$ cat src/arm_decode_pkg.sv
package arm_decode_pkg;

	typedef logic [31:0] word;
	typedef logic [3:0] reg_num;
	typedef logic [3:0] alu_op;
	typedef logic [3:0] psr_flags; // n z c v
	typedef logic [3:0] msr_mask;

	localparam alu_op alu_and = 4'h0;
	localparam alu_op alu_eor = 4'h1;
	localparam alu_op alu_sub = 4'h2;
	localparam alu_op alu_rsb = 4'h3;
	localparam alu_op alu_add = 4'h4;
	localparam alu_op alu_adc = 4'h5;
	localparam alu_op alu_sbc = 4'h6;
	localparam alu_op alu_rsc = 4'h7;
	localparam alu_op alu_tst = 4'h8;
	localparam alu_op alu_teq = 4'h9;
	localparam alu_op alu_cmp = 4'ha;
	localparam alu_op alu_cmn = 4'hb;
	localparam alu_op alu_orr = 4'hc;
	localparam alu_op alu_mov = 4'hd;
	localparam alu_op alu_bic = 4'he;
	localparam alu_op alu_mvn = 4'hf;

	localparam reg_num r14 = 4'd14;
	localparam reg_num r15 = 4'd15;

	// shift kind: lsl 00, lsr shr, asr shr+ror, ror ror
	typedef struct packed {
		reg_num      r;
		logic [11:0] imm;
		logic        is_imm;
		logic [4:0]  shift_imm;
		logic        shr;
		logic        ror;
		logic        shift_by_reg; // rs sits in imm[3:0]
	} snd_decode;

	typedef struct packed {
		alu_op  op;
		reg_num rd;
		reg_num rn;
		logic   uses_rn;
	} data_decode;

	typedef struct packed {
		logic        load;
		logic        writeback;
		logic        pre_index;
		logic        increment;
		logic [1:0]  size; // 00 byte, 01 half, 10 word
		logic        sign_extend;
		logic        user_mode;
		logic [15:0] reg_list;
	} ldst_decode;

	typedef struct packed {
		logic   load;
		reg_num cp_num;
	} coproc_decode;

	typedef struct packed {
		word        insn;
		data_decode data;
		snd_decode  snd;
		ldst_decode ldst;
		ldst_decode ldst_addr;
		logic       execute;
		logic       undefined;
		logic       conditional;
		logic       writeback;
		logic       update_flags;
		logic       branch;
		logic       ldst_op;
		logic       mul;
		logic       coproc;
		logic       spsr;
		logic       psr_write;
		logic       restore_spsr;
	} decoded_insn;

	// pattern and mask over insn[27:4]
	typedef struct packed {
		logic [23:0] bits;
		logic [23:0] mask;
	} op_group;

	localparam op_group grp_b           = '{bits: 24'ha00000, mask: 24'he00000};
	localparam op_group grp_mul         = '{bits: 24'h000009, mask: 24'hfc000f};
	localparam op_group grp_alu         = '{bits: 24'h000000, mask: 24'hc00000};
	localparam op_group grp_ldst_single = '{bits: 24'h400000, mask: 24'hc00000};
	localparam op_group grp_ldst_misc   = '{bits: 24'h000009, mask: 24'he00009};
	localparam op_group grp_ldst_mult   = '{bits: 24'h800000, mask: 24'he00000};
	localparam op_group grp_cp          = '{bits: 24'he00001, mask: 24'hf00001};
	localparam op_group grp_mrs         = '{bits: 24'h100000, mask: 24'hfb000f};
	localparam op_group grp_msr         = '{bits: 24'h120000, mask: 24'hdb0000};

	function automatic logic grp_match(word insn, op_group grp);
		return (insn[27:4] & grp.mask) == grp.bits;
	endfunction

	// register operand with an immediate shift amount
	function automatic snd_decode snd_reg_form(word insn);
		snd_decode s;
		s = '0;
		s.r = insn[3:0];
		s.shift_imm = insn[11:7];
		s.shr = ^insn[6:5];
		s.ror = insn[6];
		return s;
	endfunction

endpackage

$ cat src/decode_cond.sv
`timescale 1ns/1ps

module decode_cond (
	input  arm_decode_pkg::word      insn,
	input  arm_decode_pkg::psr_flags flags,
	output logic                     cond_execute,
	output logic                     cond_undefined,
	output logic                     explicit_cond
);

	logic n, z, c, v;

	assign {n, z, c, v} = flags;
	assign explicit_cond = insn[31:28] != 4'he;

	always_comb begin
		cond_undefined = 1'b0;
		unique case (insn[31:28])
			4'h0: cond_execute = z; // eq
			4'h1: cond_execute = !z;
			4'h2: cond_execute = c; // cs
			4'h3: cond_execute = !c;
			4'h4: cond_execute = n; // mi
			4'h5: cond_execute = !n;
			4'h6: cond_execute = v; // vs
			4'h7: cond_execute = !v;
			4'h8: cond_execute = c && !z; // hi
			4'h9: cond_execute = !c || z;
			4'ha: cond_execute = n == v; // ge
			4'hb: cond_execute = n != v;
			4'hc: cond_execute = !z && (n == v); // gt
			4'hd: cond_execute = z || (n != v);
			4'he: cond_execute = 1'b1;
			default: begin
				cond_execute = 1'b0; // nv space
				cond_undefined = 1'b1;
			end
		endcase
	end

endmodule

$ cat src/decode_data.sv
`timescale 1ns/1ps

module decode_data (
	input  arm_decode_pkg::word        insn,
	output arm_decode_pkg::data_decode data,
	output arm_decode_pkg::snd_decode  snd,
	output logic                       snd_undefined,
	                                   data_writeback,
	                                   data_conditional,
	                                   data_update_flags,
	                                   data_restore_spsr,
	                                   data_is_imm,
	                                   data_shift_by_reg_if_reg
);

	arm_decode_pkg::alu_op op;
	logic s_bit;
	logic is_cmp;

	assign op = insn[24:21];
	assign s_bit = insn[20];
	assign is_cmp = op[3:2] == 2'b10; // tst teq cmp cmn

	assign data_is_imm = insn[25];
	assign data_shift_by_reg_if_reg = insn[4];

	always_comb begin
		data.op = op;
		data.rd = insn[15:12];
		data.rn = insn[19:16];
		data.uses_rn = op != arm_decode_pkg::alu_mov && op != arm_decode_pkg::alu_mvn;
	end

	assign data_writeback = !is_cmp;
	assign data_update_flags = s_bit || is_cmp;
	assign data_restore_spsr = s_bit && !is_cmp && insn[15:12] == arm_decode_pkg::r15;

	// carry in feeds the result
	assign data_conditional = op == arm_decode_pkg::alu_adc || op == arm_decode_pkg::alu_sbc
		|| op == arm_decode_pkg::alu_rsc;

	always_comb begin
		if (data_is_imm) begin
			snd = '0;
			snd.imm = {4'b0, insn[7:0]};
			snd.is_imm = 1'b1;
			snd.shift_imm = {insn[11:8], 1'b0}; // rotate is doubled
			snd.ror = 1'b1;
		end else begin
			snd = arm_decode_pkg::snd_reg_form(insn);
			if (data_shift_by_reg_if_reg) begin
				snd.shift_by_reg = 1'b1;
				snd.shift_imm = '0;
				snd.imm = {8'b0, insn[11:8]}; // rs
			end
		end
	end

	// pc in a register-shifted operand
	assign snd_undefined = !data_is_imm && data_shift_by_reg_if_reg
		&& (insn[11:8] == arm_decode_pkg::r15 || insn[3:0] == arm_decode_pkg::r15);

endmodule

$ cat src/decode_ldst.sv
`timescale 1ns/1ps

module decode_ldst (
	input  arm_decode_pkg::word        insn,
	output arm_decode_pkg::ldst_decode ldst_single,
	                                   ldst_misc,
	                                   ldst_multiple,
	output logic                       ldst_single_is_imm,
	                                   ldst_misc_off_is_reg,
	output arm_decode_pkg::reg_num     ldst_misc_off_reg,
	output logic [7:0]                 ldst_misc_off_imm,
	output logic                       ldst_mult_restore_spsr,
	output arm_decode_pkg::data_decode data_ldst
);

	logic p_bit, u_bit, b_bit, w_bit, l_bit;

	assign p_bit = insn[24];
	assign u_bit = insn[23];
	assign b_bit = insn[22]; // also s on ldm/stm, i on misc
	assign w_bit = insn[21];
	assign l_bit = insn[20];

	always_comb begin
		ldst_single = '0;
		ldst_single.load = l_bit;
		ldst_single.writeback = !p_bit || w_bit; // post-index always updates
		ldst_single.pre_index = p_bit;
		ldst_single.increment = u_bit;
		ldst_single.size = b_bit ? 2'b00 : 2'b10;
		ldst_single.user_mode = !p_bit && w_bit; // ldrt strt
	end

	assign ldst_single_is_imm = !insn[25];

	always_comb begin
		ldst_misc = '0;
		ldst_misc.load = l_bit;
		ldst_misc.writeback = !p_bit || w_bit;
		ldst_misc.pre_index = p_bit;
		ldst_misc.increment = u_bit;
		ldst_misc.size = insn[5] ? 2'b01 : 2'b00;
		ldst_misc.sign_extend = insn[6];
	end

	assign ldst_misc_off_is_reg = !b_bit;
	assign ldst_misc_off_reg = insn[3:0];
	assign ldst_misc_off_imm = {insn[11:8], insn[3:0]};

	always_comb begin
		ldst_multiple = '0;
		ldst_multiple.load = l_bit;
		ldst_multiple.writeback = w_bit;
		ldst_multiple.pre_index = p_bit;
		ldst_multiple.increment = u_bit;
		ldst_multiple.size = 2'b10;
		ldst_multiple.user_mode = b_bit && !(l_bit && insn[15]); // user bank transfer
		ldst_multiple.reg_list = insn[15:0];
	end

	// ldm with s and pc in the list returns from exception
	assign ldst_mult_restore_spsr = b_bit && l_bit && insn[15];

	always_comb begin
		data_ldst.op = u_bit ? arm_decode_pkg::alu_add : arm_decode_pkg::alu_sub;
		data_ldst.rd = insn[15:12];
		data_ldst.rn = insn[19:16];
		data_ldst.uses_rn = 1'b1;
	end

endmodule

$ cat src/decode_misc.sv
`timescale 1ns/1ps

module decode_misc (
	input  arm_decode_pkg::word          insn,
	output logic                         branch_link,
	                                     mul_update_flags,
	output arm_decode_pkg::reg_num       mul_rd,
	                                     mul_rs,
	                                     mul_rm,
	output arm_decode_pkg::coproc_decode coproc_ctrl,
	output logic                         coproc_writeback,
	                                     coproc_update_flags,
	output arm_decode_pkg::reg_num       coproc_rd,
	output logic                         msr_spsr,
	                                     msr_is_imm,
	                                     mrs_spsr,
	output arm_decode_pkg::reg_num       mrs_rd,
	output arm_decode_pkg::msr_mask      msr_fields
);

	logic mrc_to_pc;

	assign branch_link = insn[24];

	assign mul_update_flags = insn[20];
	assign mul_rd = insn[19:16];
	assign mul_rs = insn[11:8];
	assign mul_rm = insn[3:0];

	assign coproc_ctrl.load = insn[20]; // mrc
	assign coproc_ctrl.cp_num = insn[11:8];
	assign coproc_rd = insn[15:12];

	// mrc to r15 lands in nzcv
	assign mrc_to_pc = coproc_ctrl.load && coproc_rd == arm_decode_pkg::r15;
	assign coproc_writeback = coproc_ctrl.load && !mrc_to_pc;
	assign coproc_update_flags = mrc_to_pc;

	assign msr_spsr = insn[22];
	assign msr_is_imm = insn[25];
	assign msr_fields = insn[19:16]; // c x s f
	assign mrs_spsr = insn[22];
	assign mrs_rd = insn[15:12];

endmodule

$ cat src/decode_mux.sv
`timescale 1ns/1ps

module decode_mux (
	input  arm_decode_pkg::word          insn,
	input  logic                         cond_execute,
	                                     cond_undefined,
	                                     explicit_cond,
	input  logic                         branch_link,
	input  arm_decode_pkg::data_decode   data,
	input  arm_decode_pkg::snd_decode    snd,
	input  logic                         snd_undefined,
	                                     data_writeback,
	                                     data_conditional,
	                                     data_update_flags,
	                                     data_restore_spsr,
	                                     data_is_imm,
	                                     data_shift_by_reg_if_reg,
	input  arm_decode_pkg::ldst_decode   ldst_single,
	                                     ldst_misc,
	                                     ldst_multiple,
	input  logic                         ldst_single_is_imm,
	                                     ldst_misc_off_is_reg,
	input  arm_decode_pkg::reg_num       ldst_misc_off_reg,
	input  logic [7:0]                   ldst_misc_off_imm,
	input  logic                         ldst_mult_restore_spsr,
	input  arm_decode_pkg::data_decode   data_ldst,
	input  logic                         mul_update_flags,
	input  arm_decode_pkg::reg_num       mul_rd,
	                                     mul_rs,
	                                     mul_rm,
	input  arm_decode_pkg::coproc_decode coproc_ctrl,
	input  logic                         coproc_writeback,
	                                     coproc_update_flags,
	input  arm_decode_pkg::reg_num       coproc_rd,
	input  logic                         msr_spsr,
	                                     msr_is_imm,
	                                     mrs_spsr,
	input  arm_decode_pkg::reg_num       mrs_rd,
	input  arm_decode_pkg::msr_mask      msr_fields,
	output arm_decode_pkg::decoded_insn  pkt
);

	logic is_b, is_mul, is_alu, is_single, is_misc, is_mult, is_cp, is_mrs, is_msr;
	logic misc_ok;

	assign is_b = arm_decode_pkg::grp_match(insn, arm_decode_pkg::grp_b);
	assign is_mul = arm_decode_pkg::grp_match(insn, arm_decode_pkg::grp_mul);
	assign is_single = arm_decode_pkg::grp_match(insn, arm_decode_pkg::grp_ldst_single);
	assign is_misc = arm_decode_pkg::grp_match(insn, arm_decode_pkg::grp_ldst_misc);
	assign is_mult = arm_decode_pkg::grp_match(insn, arm_decode_pkg::grp_ldst_mult);
	assign is_cp = arm_decode_pkg::grp_match(insn, arm_decode_pkg::grp_cp);
	assign is_mrs = arm_decode_pkg::grp_match(insn, arm_decode_pkg::grp_mrs);
	assign is_msr = arm_decode_pkg::grp_match(insn, arm_decode_pkg::grp_msr);

	// misc ldst and psr transfers live inside the alu space
	assign is_alu = arm_decode_pkg::grp_match(insn, arm_decode_pkg::grp_alu)
		&& !is_misc && !is_mrs && !is_msr;

	// ldrh ldrsb ldrsh strh
	assign misc_ok = {insn[20], insn[6:5]} inside {3'b101, 3'b110, 3'b111, 3'b001};

	always_comb begin
		pkt = '0;
		pkt.insn = insn;
		pkt.execute = cond_execute;
		pkt.undefined = cond_undefined;
		pkt.conditional = explicit_cond;

		// branch order sets the group priority
		if (is_b) begin
			pkt.branch = 1'b1;
			if (branch_link) begin
				pkt.data.op = arm_decode_pkg::alu_sub; // lr = pc - 4
				pkt.data.rd = arm_decode_pkg::r14;
				pkt.data.rn = arm_decode_pkg::r15;
				pkt.data.uses_rn = 1'b1;
				pkt.snd.imm = 12'd4;
				pkt.snd.is_imm = 1'b1;
				pkt.writeback = 1'b1;
			end
		end else if (is_mul) begin
			pkt.mul = 1'b1;
			pkt.data.op = insn[21] ? arm_decode_pkg::alu_add : arm_decode_pkg::alu_mov;
			pkt.data.rd = mul_rd;
			pkt.data.rn = insn[15:12]; // accumulator
			pkt.data.uses_rn = insn[21];
			pkt.snd.r = mul_rm;
			pkt.snd.imm = {8'b0, mul_rs};
			pkt.snd.shift_by_reg = 1'b1;
			pkt.writeback = 1'b1;
			pkt.update_flags = mul_update_flags;
		end else if (is_alu) begin
			pkt.data = data;
			pkt.snd = snd;
			pkt.snd.is_imm = data_is_imm;
			pkt.snd.shift_by_reg = !data_is_imm && data_shift_by_reg_if_reg;
			pkt.writeback = data_writeback;
			pkt.update_flags = data_update_flags;
			pkt.restore_spsr = data_restore_spsr;
			pkt.undefined = pkt.undefined || snd_undefined;
			pkt.conditional = pkt.conditional || data_conditional;
		end else if (is_single) begin
			pkt.ldst_op = 1'b1;
			pkt.ldst = ldst_single;
			pkt.ldst_addr = ldst_single;
			if (ldst_single_is_imm) begin
				pkt.snd.imm = insn[11:0];
				pkt.snd.is_imm = 1'b1;
			end else begin
				pkt.snd = arm_decode_pkg::snd_reg_form(insn);
				pkt.undefined = pkt.undefined || insn[4]; // media space
			end
		end else if (is_misc) begin
			pkt.ldst_op = 1'b1;
			if (misc_ok) begin
				pkt.ldst = ldst_misc;
				pkt.ldst_addr = ldst_misc;
				pkt.snd.r = ldst_misc_off_reg;
				pkt.snd.imm = {4'b0, ldst_misc_off_imm};
				pkt.snd.is_imm = !ldst_misc_off_is_reg;
			end else begin
				pkt.undefined = 1'b1; // swp and long multiply end up here
			end
		end else if (is_mult) begin
			pkt.ldst_op = 1'b1;
			pkt.ldst = ldst_multiple;
			pkt.ldst_addr = ldst_multiple;
			pkt.snd.imm = 12'd4; // word stride
			pkt.snd.is_imm = 1'b1;
			pkt.restore_spsr = ldst_mult_restore_spsr;
		end else if (is_cp) begin
			pkt.coproc = 1'b1;
			pkt.writeback = coproc_writeback;
			pkt.update_flags = coproc_update_flags;
			pkt.data.op = arm_decode_pkg::alu_mov;
			pkt.data.rd = coproc_rd;
			pkt.data.rn = coproc_rd;
			pkt.data.uses_rn = !coproc_ctrl.load; // mcr reads rd
		end else if (is_mrs) begin
			pkt.data.op = arm_decode_pkg::alu_mov;
			pkt.data.rd = mrs_rd;
			pkt.spsr = mrs_spsr;
			pkt.writeback = 1'b1;
			pkt.conditional = 1'b1;
		end else if (is_msr) begin
			pkt.snd = snd;
			pkt.snd.is_imm = msr_is_imm;
			pkt.snd.shift_by_reg = 1'b0;
			pkt.spsr = msr_spsr;
			pkt.psr_write = msr_fields != '0; // empty mask is a no-op
			pkt.conditional = 1'b1;
		end else begin
			pkt.undefined = 1'b1;
		end

		if (pkt.ldst_op) begin
			pkt.data = data_ldst;
			pkt.writeback = pkt.ldst.writeback || pkt.ldst.load;
		end

		if (pkt.undefined) begin
			pkt = '0;
			pkt.insn = insn;
			pkt.undefined = 1'b1;
		end
	end

	// exactly one unit claims a defined instruction
	always_comb begin
		assert ($onehot0({pkt.branch, pkt.ldst_op, pkt.mul, pkt.coproc}))
			else $error("decode_mux: more than one unit selected for %h", insn);
	end

endmodule

$ cat src/decode_stage.sv
`timescale 1ns/1ps

module decode_stage #(
	parameter int FIFO_DEPTH = 4,
	parameter int EXEC_CREDITS = 2
) (
	input  logic                        clk,
	input  logic                        rst_n,
	input  logic                        in_valid,
	input  arm_decode_pkg::word         in_insn,
	input  arm_decode_pkg::psr_flags    in_flags,
	output logic                        fetch_credit,
	output logic                        out_valid,
	output arm_decode_pkg::decoded_insn out_pkt,
	input  logic                        exec_credit
);

	localparam int PTR_W = FIFO_DEPTH > 1 ? $clog2(FIFO_DEPTH) : 1;
	localparam int CNT_W = $clog2(FIFO_DEPTH + 1);
	localparam int CRD_W = $clog2(EXEC_CREDITS + 1);

	arm_decode_pkg::word q_insn [FIFO_DEPTH];
	arm_decode_pkg::psr_flags q_flags [FIFO_DEPTH];
	logic [PTR_W-1:0] wr_ptr, rd_ptr;
	logic [CNT_W-1:0] count;
	logic [CRD_W-1:0] credits;
	logic send;

	arm_decode_pkg::word insn;
	arm_decode_pkg::psr_flags flags;
	arm_decode_pkg::decoded_insn pkt;
	logic cond_execute, cond_undefined, explicit_cond, branch_link;
	arm_decode_pkg::data_decode data, data_ldst;
	arm_decode_pkg::snd_decode snd;
	logic snd_undefined, data_writeback, data_conditional, data_update_flags;
	logic data_restore_spsr, data_is_imm, data_shift_by_reg_if_reg;
	arm_decode_pkg::ldst_decode ldst_single, ldst_misc, ldst_multiple;
	logic ldst_single_is_imm, ldst_misc_off_is_reg, ldst_mult_restore_spsr;
	arm_decode_pkg::reg_num ldst_misc_off_reg, mul_rd, mul_rs, mul_rm, coproc_rd, mrs_rd;
	logic [7:0] ldst_misc_off_imm;
	logic mul_update_flags, coproc_writeback, coproc_update_flags;
	arm_decode_pkg::coproc_decode coproc_ctrl;
	logic msr_spsr, msr_is_imm, mrs_spsr;
	arm_decode_pkg::msr_mask msr_fields;

	assign insn = q_insn[rd_ptr]; // queue head
	assign flags = q_flags[rd_ptr];
	assign send = count != '0 && credits != '0;

	decode_cond cond_0 (.*);
	decode_data data_0 (.*);
	decode_ldst ldst_0 (.*);
	decode_misc misc_0 (.*);
	decode_mux mux_0 (.*);

	always_ff @(posedge clk) begin
		if (in_valid) begin
			q_insn[wr_ptr] <= in_insn;
			q_flags[wr_ptr] <= in_flags;
		end
		if (send)
			out_pkt <= pkt;
	end

	always_ff @(posedge clk) begin
		if (!rst_n) begin
			wr_ptr <= '0;
			rd_ptr <= '0;
			count <= '0;
			credits <= CRD_W'(EXEC_CREDITS);
			out_valid <= 1'b0;
			fetch_credit <= 1'b0;
		end else begin
			if (in_valid)
				wr_ptr <= wr_ptr == PTR_W'(FIFO_DEPTH - 1) ? '0 : wr_ptr + 1'b1;
			if (send)
				rd_ptr <= rd_ptr == PTR_W'(FIFO_DEPTH - 1) ? '0 : rd_ptr + 1'b1;
			count <= count + CNT_W'(in_valid) - CNT_W'(send);
			credits <= credits + CRD_W'(exec_credit) - CRD_W'(send); // both may land together
			out_valid <= send;
			fetch_credit <= send; // slot freed as the head leaves
		end
	end

	assert property (@(posedge clk) disable iff (!rst_n) in_valid |-> count != CNT_W'(FIFO_DEPTH))
		else $error("decode_stage: fetch pushed into a full queue");

	assert property (@(posedge clk) disable iff (!rst_n) credits <= CRD_W'(EXEC_CREDITS))
		else $error("decode_stage: execute returned more credits than it was given");

	assert property (@(posedge clk) disable iff (!rst_n) out_valid |-> $past(credits) != '0)
		else $error("decode_stage: packet sent without an execute credit");

endmodule

$ cat config.mk
export PLATFORM = sky130hd
export DESIGN_NAME = decode_stage
export DESIGN_NICKNAME = d
export VERILOG_FILES = /design/src/arm_decode_pkg.sv /design/src/decode_cond.sv /design/src/decode_data.sv /design/src/decode_ldst.sv /design/src/decode_misc.sv /design/src/decode_mux.sv /design/src/decode_stage.sv
export SDC_FILE = /design/constraint.sdc
export NUM_CORES = 1
export LEC_CHECK = 0
export BUFFER_PORTS_ARGS = -buffer_cell sky130_fd_sc_hd__buf_2
export CAP_MARGIN = 10
export CORE_MARGIN = 4
export CORE_UTILIZATION = 45
export DETAILED_ROUTE_END_ITERATION = 8
export GPL_ROUTABILITY_DRIVEN = 0
export PLACE_DENSITY = 0.77
export SKIP_LAST_GASP = 1
export SLEW_MARGIN = 20
export SYNTH_ARGS = -nofsm -noshare
export SYNTH_HDL_FRONTEND = slang
export SYNTH_SLANG_ARGS = --single-unit
$ cat constraint.sdc
create_clock -name clk -period 5 [get_ports clk]
set_input_delay 0.75 -clock clk [delete_from_list [all_inputs] [get_ports clk]]
set_output_delay 0.75 -clock clk [all_outputs]
set_load 0.005 [all_outputs]
==> flow_summary.toml, run 1 <==
[finish]
multiInputGateArea_sq_um = 2770
regArea_sq_um = 7810
drive_above_1_share_pct = 34.3
fin_area_sq_um = 12900
fin_nets = 876
area_growth_pct = 17.1
fillers = 1877
num_antenna_cells = 0

[routing]
drt_iter0_drc = 625
vias_per_cell = 5.46
final_antenna_net_count = 0
dr.pass1.iters = 5
wire_per_inst_microns = 20.6
drc = 0
vias = 6365
wirelength_mm = 24.0

[timing]
worstMarginPinSlew_ps = 1040
final.min_clock_period_ps = 3850
fmax_ghz = 0.260
period_share_pct = 77.0
skew_ps = 16.9
drv_slew = 0
slew_headroom_pct = 30.0
setup_viol = 0
finalHoldViolCount = 0
rsz0062_at_grt = "false"
final.setup.tns_ps = 0

[worst_hold_path]
min_path_type = "in -> reg"
worstHoldStart = "rst_n"
min_path_cells = 2
holdPathEnd = "credits[1]"

[synth]
syn_area_per_cell_sq_um = 16.4
synthesis.area_sq_um = 11000
synth_seq_cells = 264
ys_async_sr_fraction_pct = 0
synth-warning-count = 0
yosys.area.top_type_share_pct = 68.9
synth_seq_area_share_pct = 71.1
ys_types = 74
synth-edff-count = 252
synth_area_leaders = "edfxtp_1, mux4_2, dfxtp_1"
postSynthCellCount = 669
yosysTopAreaCell = "edfxtp_1"
syn-num-nets = 719
synth-main-ff-cell = "edfxtp_1"

[worst_setup_path]
rrSetupSlack_ps = 1150
cp-end-kind = "register"
reg2reg_depth = 9
crit_required_ps = 5380
reg2reg_to = "out_pkt[81]"
criticalPathCategory = "reg -> reg"
critPathMaxFanout = 17
arrival_ps = 4230
crit_path_start_kind = "register"

[placement]
dp_hpwl_mm = 16.5
placedInstanceArea_sq_um = 12000
io_buffers = 171

[global_route]
grt_max_degree = 77
antenna_found_initial = 7
grt_pass1_wl_mm = 36.2
overflow = 0
use_met3_pct = 4.59
busiest_layer = "met2"
use_met1_pct = 23.9
grt_pass1_vias = 6196
grt_usage_pct = 17.6
use_met2_pct = 28.1

[clock_network]
cts_tree = "done"
ctsResizeCount = 0
cts_sinks = 264
cts.reportedPaths.clkPinSlew_ps = 60
clock_latency_ps = 530
cts_setup_buffers = 0
cts_buffers = 26
cts.htree.levels = 1
clk_path_buf_depth = 3
ctsHoldBuffers = 0
cts-root-buf = "clkbuf_16"

[pwr]
power_leakage_nw = 4.75
clock_power_share_pct = 23.7
comb_power_share_pct = 34.6
peakVddDrop_mv = 0.306
switchingPower_mw = 2.84
swShare_pct = 33.8
power_density_nw_per_um2 = 653
p_int_mw = 5.56
seqPwrFrac_pct = 41.7

[job]
cap_violations = 0

[floorplan]
coreArea_sq_um = 23800
initial_core_util_pct = 46.3
num_rows = 56
chipWidth_microns = 164
die_h_microns = 164
die_area_sq_um = 27000
ioPinCount = 172

[outcome]
status = "finished, final reports clean"
==> sequential cells by signal (all words and copies together) (netlist names), named ones only <==
register / cells
wr_ptr: 2
q_flags: 16
rd_ptr: 2
q_insn: 128
count: 3
out_valid: 1
credits: 2
out_pkt: 108
==> power groups by stage <==
stage / logic (mW) / clock network (mW) / registers [mW]
2_1_floorplan: 1.92 / 0 / 3.54
3_3_place_gp: 2.87 / 0 / 3.56
3_5_place_dp: 2.91 / 0 / 3.56
4_1_cts: 2.92 / 2.02 / 3.52
5_1_grt: 3.18 / 2.13 / 3.56
6_report: 2.91 / 1.99 / 3.50
==> routing by layer <==
layer | share of wire (%) | vias to the layer above | wire length [microns]
met4 | 2.6 | 14 | 630
met5 | 0.39 | - | 93
li1 | - | 2888 | -
met2 | 48 | 354 | 11400
met1 | 39 | 3043 | 9350
met3 | 10 | 66 | 2520
==> cell usage in the layout (no fill, tap or decap), types with 5 or more instances in the layout <==
cell,synthesis,layout
clkbuf_16,0,27
edfxtp_1,252,252
buf_2,7,171
nor3_1,8,8
buf_4,26,8
nor2_1,46,46
clkinv_2,0,5
nand3_1,7,7
o21ai_0,15,15
mux4_2,34,34
clkinv_1,0,6
nand2b_1,5,5
inv_1,21,20
and3_1,11,11
nand2_1,39,39
mux2i_1,7,7
ha_1,9,9
dfxtp_1,12,10
and2_1,10,6
o211ai_1,5,5
nor2b_1,7,7
a21oi_1,28,28
xnor2_1,8,8
and2_2,1,5
==> how the worst max path moves through the flow <==
stage | start | endpoint | slack, ps | depth (start not counted)
after global placement | register | out_pkt[70] | 1350 | 9
final | register | out_pkt[81] | 1150 | 9
after CTS | register | out_pkt[70] | 1180 | 9
after global routing | register | out_pkt[70] | 860 | 9
after floorplan | count[1] | count[2] | 730 | 10
after detailed placement | register | out_pkt[70] | 1200 | 9
==> area by class of cell <==
class	instances	area share, %
repair buffers	179	7.12
multi-input cells	332	21.5
clock inverters	17	1.43
inverters	23	0.690
clock buffers	31	5.45
flip-flops and latches	264	60.7
well taps	319	3.10
==> synth_stat cells, types with 3 or more instances <==
cell      count
mux4_2       34
edfxtp_1    252
a22o_1        4
a32o_1        3
nor4_1        3
o31ai_1       4
o21ai_0      15
o22ai_1       4
a21oi_1      28
nor2b_1       7
xnor2_1       8
o21a_1        3
nand2_1      39
buf_2         7
o21ai_1       4
dfxtp_1      12
mux2i_1       7
buf_4        26
nor3b_1       3
and3_1       11
inv_1        21
nand4_1       4
ha_1          9
clkbuf_1     11
and4_1        3
nor3_1        8
o211ai_1      5
a31oi_1       3
mux2_2        4
a211oi_1      3
buf_6         5
and2_1       10
nand2b_1      5
a22oi_1       4
nand3_1       7
a21o_1        4
nor2_1       46
==> cell families (layout without fill, tap and decap cells) <==
| logic type | after synthesis | count (layout) | share of synthesized area, % |
|---|---|---|---|
| simple gates | 161 | 161 | 7.75 |
| xor+xnor | 10 | 10 | 0.797 |
| mux | 45 | 45 | 8.02 |
| fa+ha+maj | 10 | 10 | 1.21 |
| flops | 264 | 264 | 71.1 |
| buf+inv | 73 | 250 | 3.80 |
| compound gates | 106 | 106 | 7.37 |
==> through the flow <==
step | hold WS (ps) | setup WS, ps | power [mW] | util (%) | std cells
6_report | 408 | 1150 | 8.40 | 54.2 | 1165
5_1_grt | 403 | 864 | 8.86 | 54.2 | 1165
4_1_cts | 392 | 1180 | 8.46 | 54.2 | 1165
3_5_place_dp | 477 | 1200 | 6.47 | 50.4 | 1117
3_3_place_gp | 459 | 1350 | 6.43 | 50.4 | 1117
2_1_floorplan | 454 | 727 | 5.46 | - | 669
==> critical path, stage by stage, from the launching register on <==
cell and delay [ps]:
dfxtp_2 650, buf_4 370, mux2_2 370, inv_2 190, nand4bb_2 370, nor4_2 910
nand2_1 380, inv_2 210, a41oi_2 80, nor2b_1 160
(Power assumes the default switching activity.)
==> inputs of run 2 (changes only) <==
Clock period 5 ns to 4 ns, I/O delays scaled along.
==> run 2 against run 1 <==
Cell count is 0.60% higher. Register-to-register slack worse by 810 ps. Power is 26% higher. Combinational power is 29% higher. Sequential share of layout area is 0.37 points lower. Worst hold slack worse by 130 ps. Non-clock buffer count is 8 higher. Wire length is 1.9% higher. Utilization is 0.33 points higher. Critical path type unchanged. Largest cell class unchanged. Highest routed layer unchanged.
==> flow_summary.toml, run 2 (same netlist as run 1, synthesis figures left out) <==
[outcome]
status = "finished, final reports clean"

[timing]
skew_ps = 16.1
setup_viol = 0
slew_headroom_pct = 34.0
period_share_pct = 91.4
worstMarginPinSlew_ps = 987
setup_ws_ps = 343
final.min_clock_period_ps = 3660
drv_slew = 0
fmax_ghz = 0.273
final.setup.tns_ps = 0
rsz0062_at_grt = "false"
finalHoldViolCount = 0

[pwr]
peakVddDrop_mv = 0.434
power_mw = 10.6
power_leakage_nw = 4.79
power_density_nw_per_um2 = 816

[global_route]
grt_usage_pct = 17.9
antenna_found_initial = 6
grt_pass1_vias = 6319
overflow = 0
grt_max_degree = 75
grt_pass1_wl_mm = 37.3

[finish]
num_antenna_cells = 0
fin_nets = 884
drive_above_1_share_pct = 35.2
area_growth_pct = 17.8
final_common_cell = "edfxtp_1"
fin_area_sq_um = 12900
largest-register = "q_insn"
top_regs = "q_insn: 128 flops, out_pkt: 108 flops, q_flags: 16 flops"
final_cell_mix = "edfxtp_1, buf_2, nor2_1, nand2_1, mux4_2"
largest_reg_flops = 128

[placement]
io_buffers = 171
dp_hpwl_mm = 17.0
placedInstanceArea_sq_um = 12100
pre_cts_ws_ps = 388

[worst_setup_path]
crit_required_ps = 4300
crit_path_start_kind = "register"
arrival_ps = 3960
criticalPathCategory = "reg -> reg"
critPathMaxFanout = 14
rrSetupSlack_ps = 340
cp-end-kind = "register"

[clock_network]
cts_setup_buffers = 0
cts.htree.levels = 1
cts_buffers = 26
ctsResizeCount = 0
clk_path_buf_depth = 3
ctsHoldBuffers = 0
cts_tree = "done"
clock_latency_ps = 520
cts-root-buf = "clkbuf_16"
cts_sinks = 264
cts.reportedPaths.clkPinSlew_ps = 60

[routing]
wirelength_mm = 24.5
vias_per_cell = 5.49
dr.pass1.iters = 5
drc = 0
drt_iter0_drc = 528
vias = 6437
wire_per_inst_microns = 20.9
final_antenna_net_count = 0

[floorplan]
die_h_microns = 164
chipWidth_microns = 164
coreArea_sq_um = 23800
initial_core_util_pct = 46.3
die_area_sq_um = 27000
ioPinCount = 172
num_rows = 56

[worst_hold_path]
min_path_type = "in -> reg"

[job]
cap_violations = 0
==> run 2: cell count changes in the layout (fill, tap and decap cells not counted) <==
cell,delta
buf_4,+8
o32ai_1,-1
inv_6,+2
clkinvlp_4,+3
o32ai_2,+1
clkinv_2,-3
inv_4,-1
clkinv_1,-2
==> run 2: path summary, 6_finish.rpt <==
| path | to | cells after the start | startpoint |
|---|---|---|---|
| worst max-delay path | out_pkt[73] | 9 | register |
| worst min register to register | credits[1] | 2 | credits[1] |
| worst min-delay path | credits[1] | 2 | rst_n |
| worst max register to register | out_pkt[73] | 9 | register |
==> run 2: area by class of cell <==
class                           instances  area, sq um
Multi-Input combinational cell        332         2780
Clock buffer                           31          701
Clock inverter                         16          194
Fill cell                            1837        10800
Sequential cell                       264         7810
Timing Repair Buffer                  187          976
Tap cell                              319          399
Inverter                               23         90.1
==> run 2: critical path, stage by stage (launching register included) <==
cell     delay, ps
dfxtp_2        600
buf_4          270
mux4_2         530
buf_4          210
nor3b_2        170
and2_2         250
a21o_1         240
o22ai_2        330
nand2_1        380
o32ai_1        450
==> run 2: layer usage <==
metal / vias up / wire [microns] / global-route usage (%)
met5: - / 60 / 0
met4: 12 / 466 / 3.85
met3: 55 / 2090 / 4.54
met2: 310 / 11900 / 29.3
met1: 3148 / 10000 / 24.5
li1: 2912 / - / -
==> run 2: through the flow <==
stage,hold slack (ps),std cells,utilization (%)
2_1_floorplan,454,669,-
3_3_place_gp,501,1125,50.7
3_5_place_dp,504,1125,50.7
4_1_cts,260,1172,54.5
5_1_grt,282,1172,54.5
6_report,278,1172,54.5
==> run 2: where the power goes <==
part	leakage (nW)	internal, mW	switching [mW]
logic	1.85	1.43	2.32
registers	2.51	4.05	0.278
clock network	0.428	1.51	0.983
total	4.79	6.99	3.58
==> inputs of run 3 (changes only) <==
Settings changed: CORE_UTILIZATION 45 to 55, PLACE_DENSITY 0.77 to 0.89.
Clock period 4 ns to 4.5 ns, I/O delays scaled along.
==> run 3 against run 2 <==
Final area fell by 1.4%. Sequential share of layout area rose by 0.87 points. Power fell by 12%. Clock power fell by 15%. Via count rose by 2.5%. Global-route usage rose by 4.1 points. Sequential power fell by 10%. Utilization rose by 11 points. Wire length rose by 1.2%. Critical path depth fell by 2. Clock-buffer cell count fell by 4. Cell count fell by 5.2%. Critical endpoint unchanged. Largest cell class unchanged.
==> flow_summary.toml, run 3 (same netlist as run 1, synthesis figures left out) <==
[outcome]
status = "finished, final reports clean"

[floorplan]
coreArea_sq_um = 19500
die_area_sq_um = 22300
num_rows = 51
chipWidth_microns = 149
die_h_microns = 149
ioPinCount = 172
initial_core_util_pct = 56.3

[worst_setup_path]
cp-end-kind = "register"
critical-path-slowest-cell = "mux4_2"
cp_cell_sequence = "mux4_2 -> nor2_1 -> o21ai_1 -> a21o_1 -> o22ai_2 -> nand2_1 -> o32ai_1"
critPathMaxFanout = 19
path_buf_inv = 0
crit_path_start_kind = "register"
arrival_ps = 3960
crit_required_ps = 4840
criticalPathCategory = "reg -> reg"
cp_top_family = "compound AO/OA/AOI/OAI gates"
critPathMaxStageDelay_ps = 800

[finish]
regArea_sq_um = 7810
fillers = 1330
final_common_cell = "edfxtp_1"
final_cell_mix = "edfxtp_1, buf_2, nor2_1, nand2_1, mux4_2"
drive_above_1_share_pct = 33.8
fin_area_sq_um = 12800
largest-register = "q_insn"
top_regs = "q_insn: 128 flops, out_pkt: 108 flops, q_flags: 16 flops"
finish.utilization_pct = 65.4
fin_nets = 878
largest_reg_flops = 128
multiInputGateArea_sq_um = 2770
num_antenna_cells = 0
instances_no_fill = 1111
area_growth_pct = 16.1

[global_route]
grt_pass1_vias = 6659
antenna_found_initial = 5
grt_max_degree = 80
grt_pass1_wl_mm = 37.6
grt_usage_pct = 22.0
overflow = 0

[pwr]
power_density_nw_per_um2 = 727
power_mw = 9.28
power_leakage_nw = 4.73
peakVddDrop_mv = 0.402

[routing]
final_antenna_net_count = 0
drt_iter0_drc = 958
vias_per_cell = 5.94
vias = 6598
drc = 0
wirelength_mm = 24.8
wire_per_inst_microns = 22.3
dr.pass1.iters = 6

[clock_network]
cts_sinks = 264
ctsResizeCount = 0
ctsHoldBuffers = 0
cts_tree = "done"
cts.reportedPaths.clkPinSlew_ps = 70
cts_setup_buffers = 0
clock_latency_ps = 540
clk_path_buf_depth = 3
cts_buffers = 26
cts-root-buf = "clkbuf_16"
cts.htree.levels = 1

[timing]
whs_ps = 334
skew_ps = 14.7
period_share_pct = 80.6
final.setup.tns_ps = 0
setup_viol = 0
fmax_ghz = 0.276
worstMarginPinSlew_ps = 960
final.min_clock_period_ps = 3620
drv_slew = 0
slew_headroom_pct = 36.0
setup_ws_ps = 875
finalHoldViolCount = 0
rsz0062_at_grt = "false"

[placement]
pre_cts_ws_ps = 1000
post-place-cells = 1065
io_buffers = 171
placedInstanceArea_sq_um = 11900
dp_hpwl_mm = 16.5

[job]
cap_violations = 0

[worst_hold_path]
min_path_type = "in -> reg"
run 3: per-layer routing:
layer	GRT usage [%]	vias to the layer above	share of wire [%]
li1	-	2888	-
met2	38.0	447	51
met5	0	-	0.20
met1	28.1	3161	35
met3	4.98	94	11
met4	6.96	8	3.6
run 3: worst reg2reg max path, cell delays in order, from the launching register on:
cell and delay (ps):
dfxtp_2 740, mux4_2 800, nor2_1 330, o21ai_1 220
a21o_1 270, o22ai_2 320, nand2_1 350, o32ai_1 400
run 3: where the power goes:
part / switching (mW) / internal [mW] / total, mW
combinational: 2.05 / 1.24 / 3.28
sequential: 0.284 / 3.60 / 3.89
clock: 0.880 / 1.23 / 2.11
total: 3.21 / 6.07 / 9.28
run 3: cell type report:
class                   count  area share, %
clock buffers              27           5.13
clock inverters            19           1.41
inverters                  23          0.696
multi-input cells         332           21.7
flip-flops and latches    264           61.2
well taps                 265           2.60
repair buffers            181           7.29
run 3: path summary, 6_finish.rpt:
check,startpoint,end,slack (ps),depth (start not counted)
worst min register to register,rd_ptr[1],register,480,2
worst max register to register,register,out_pkt[73],880,7
worst max-delay path,register,out_pkt[73],880,7
worst min-delay path,rst_n,credits[1],330,2
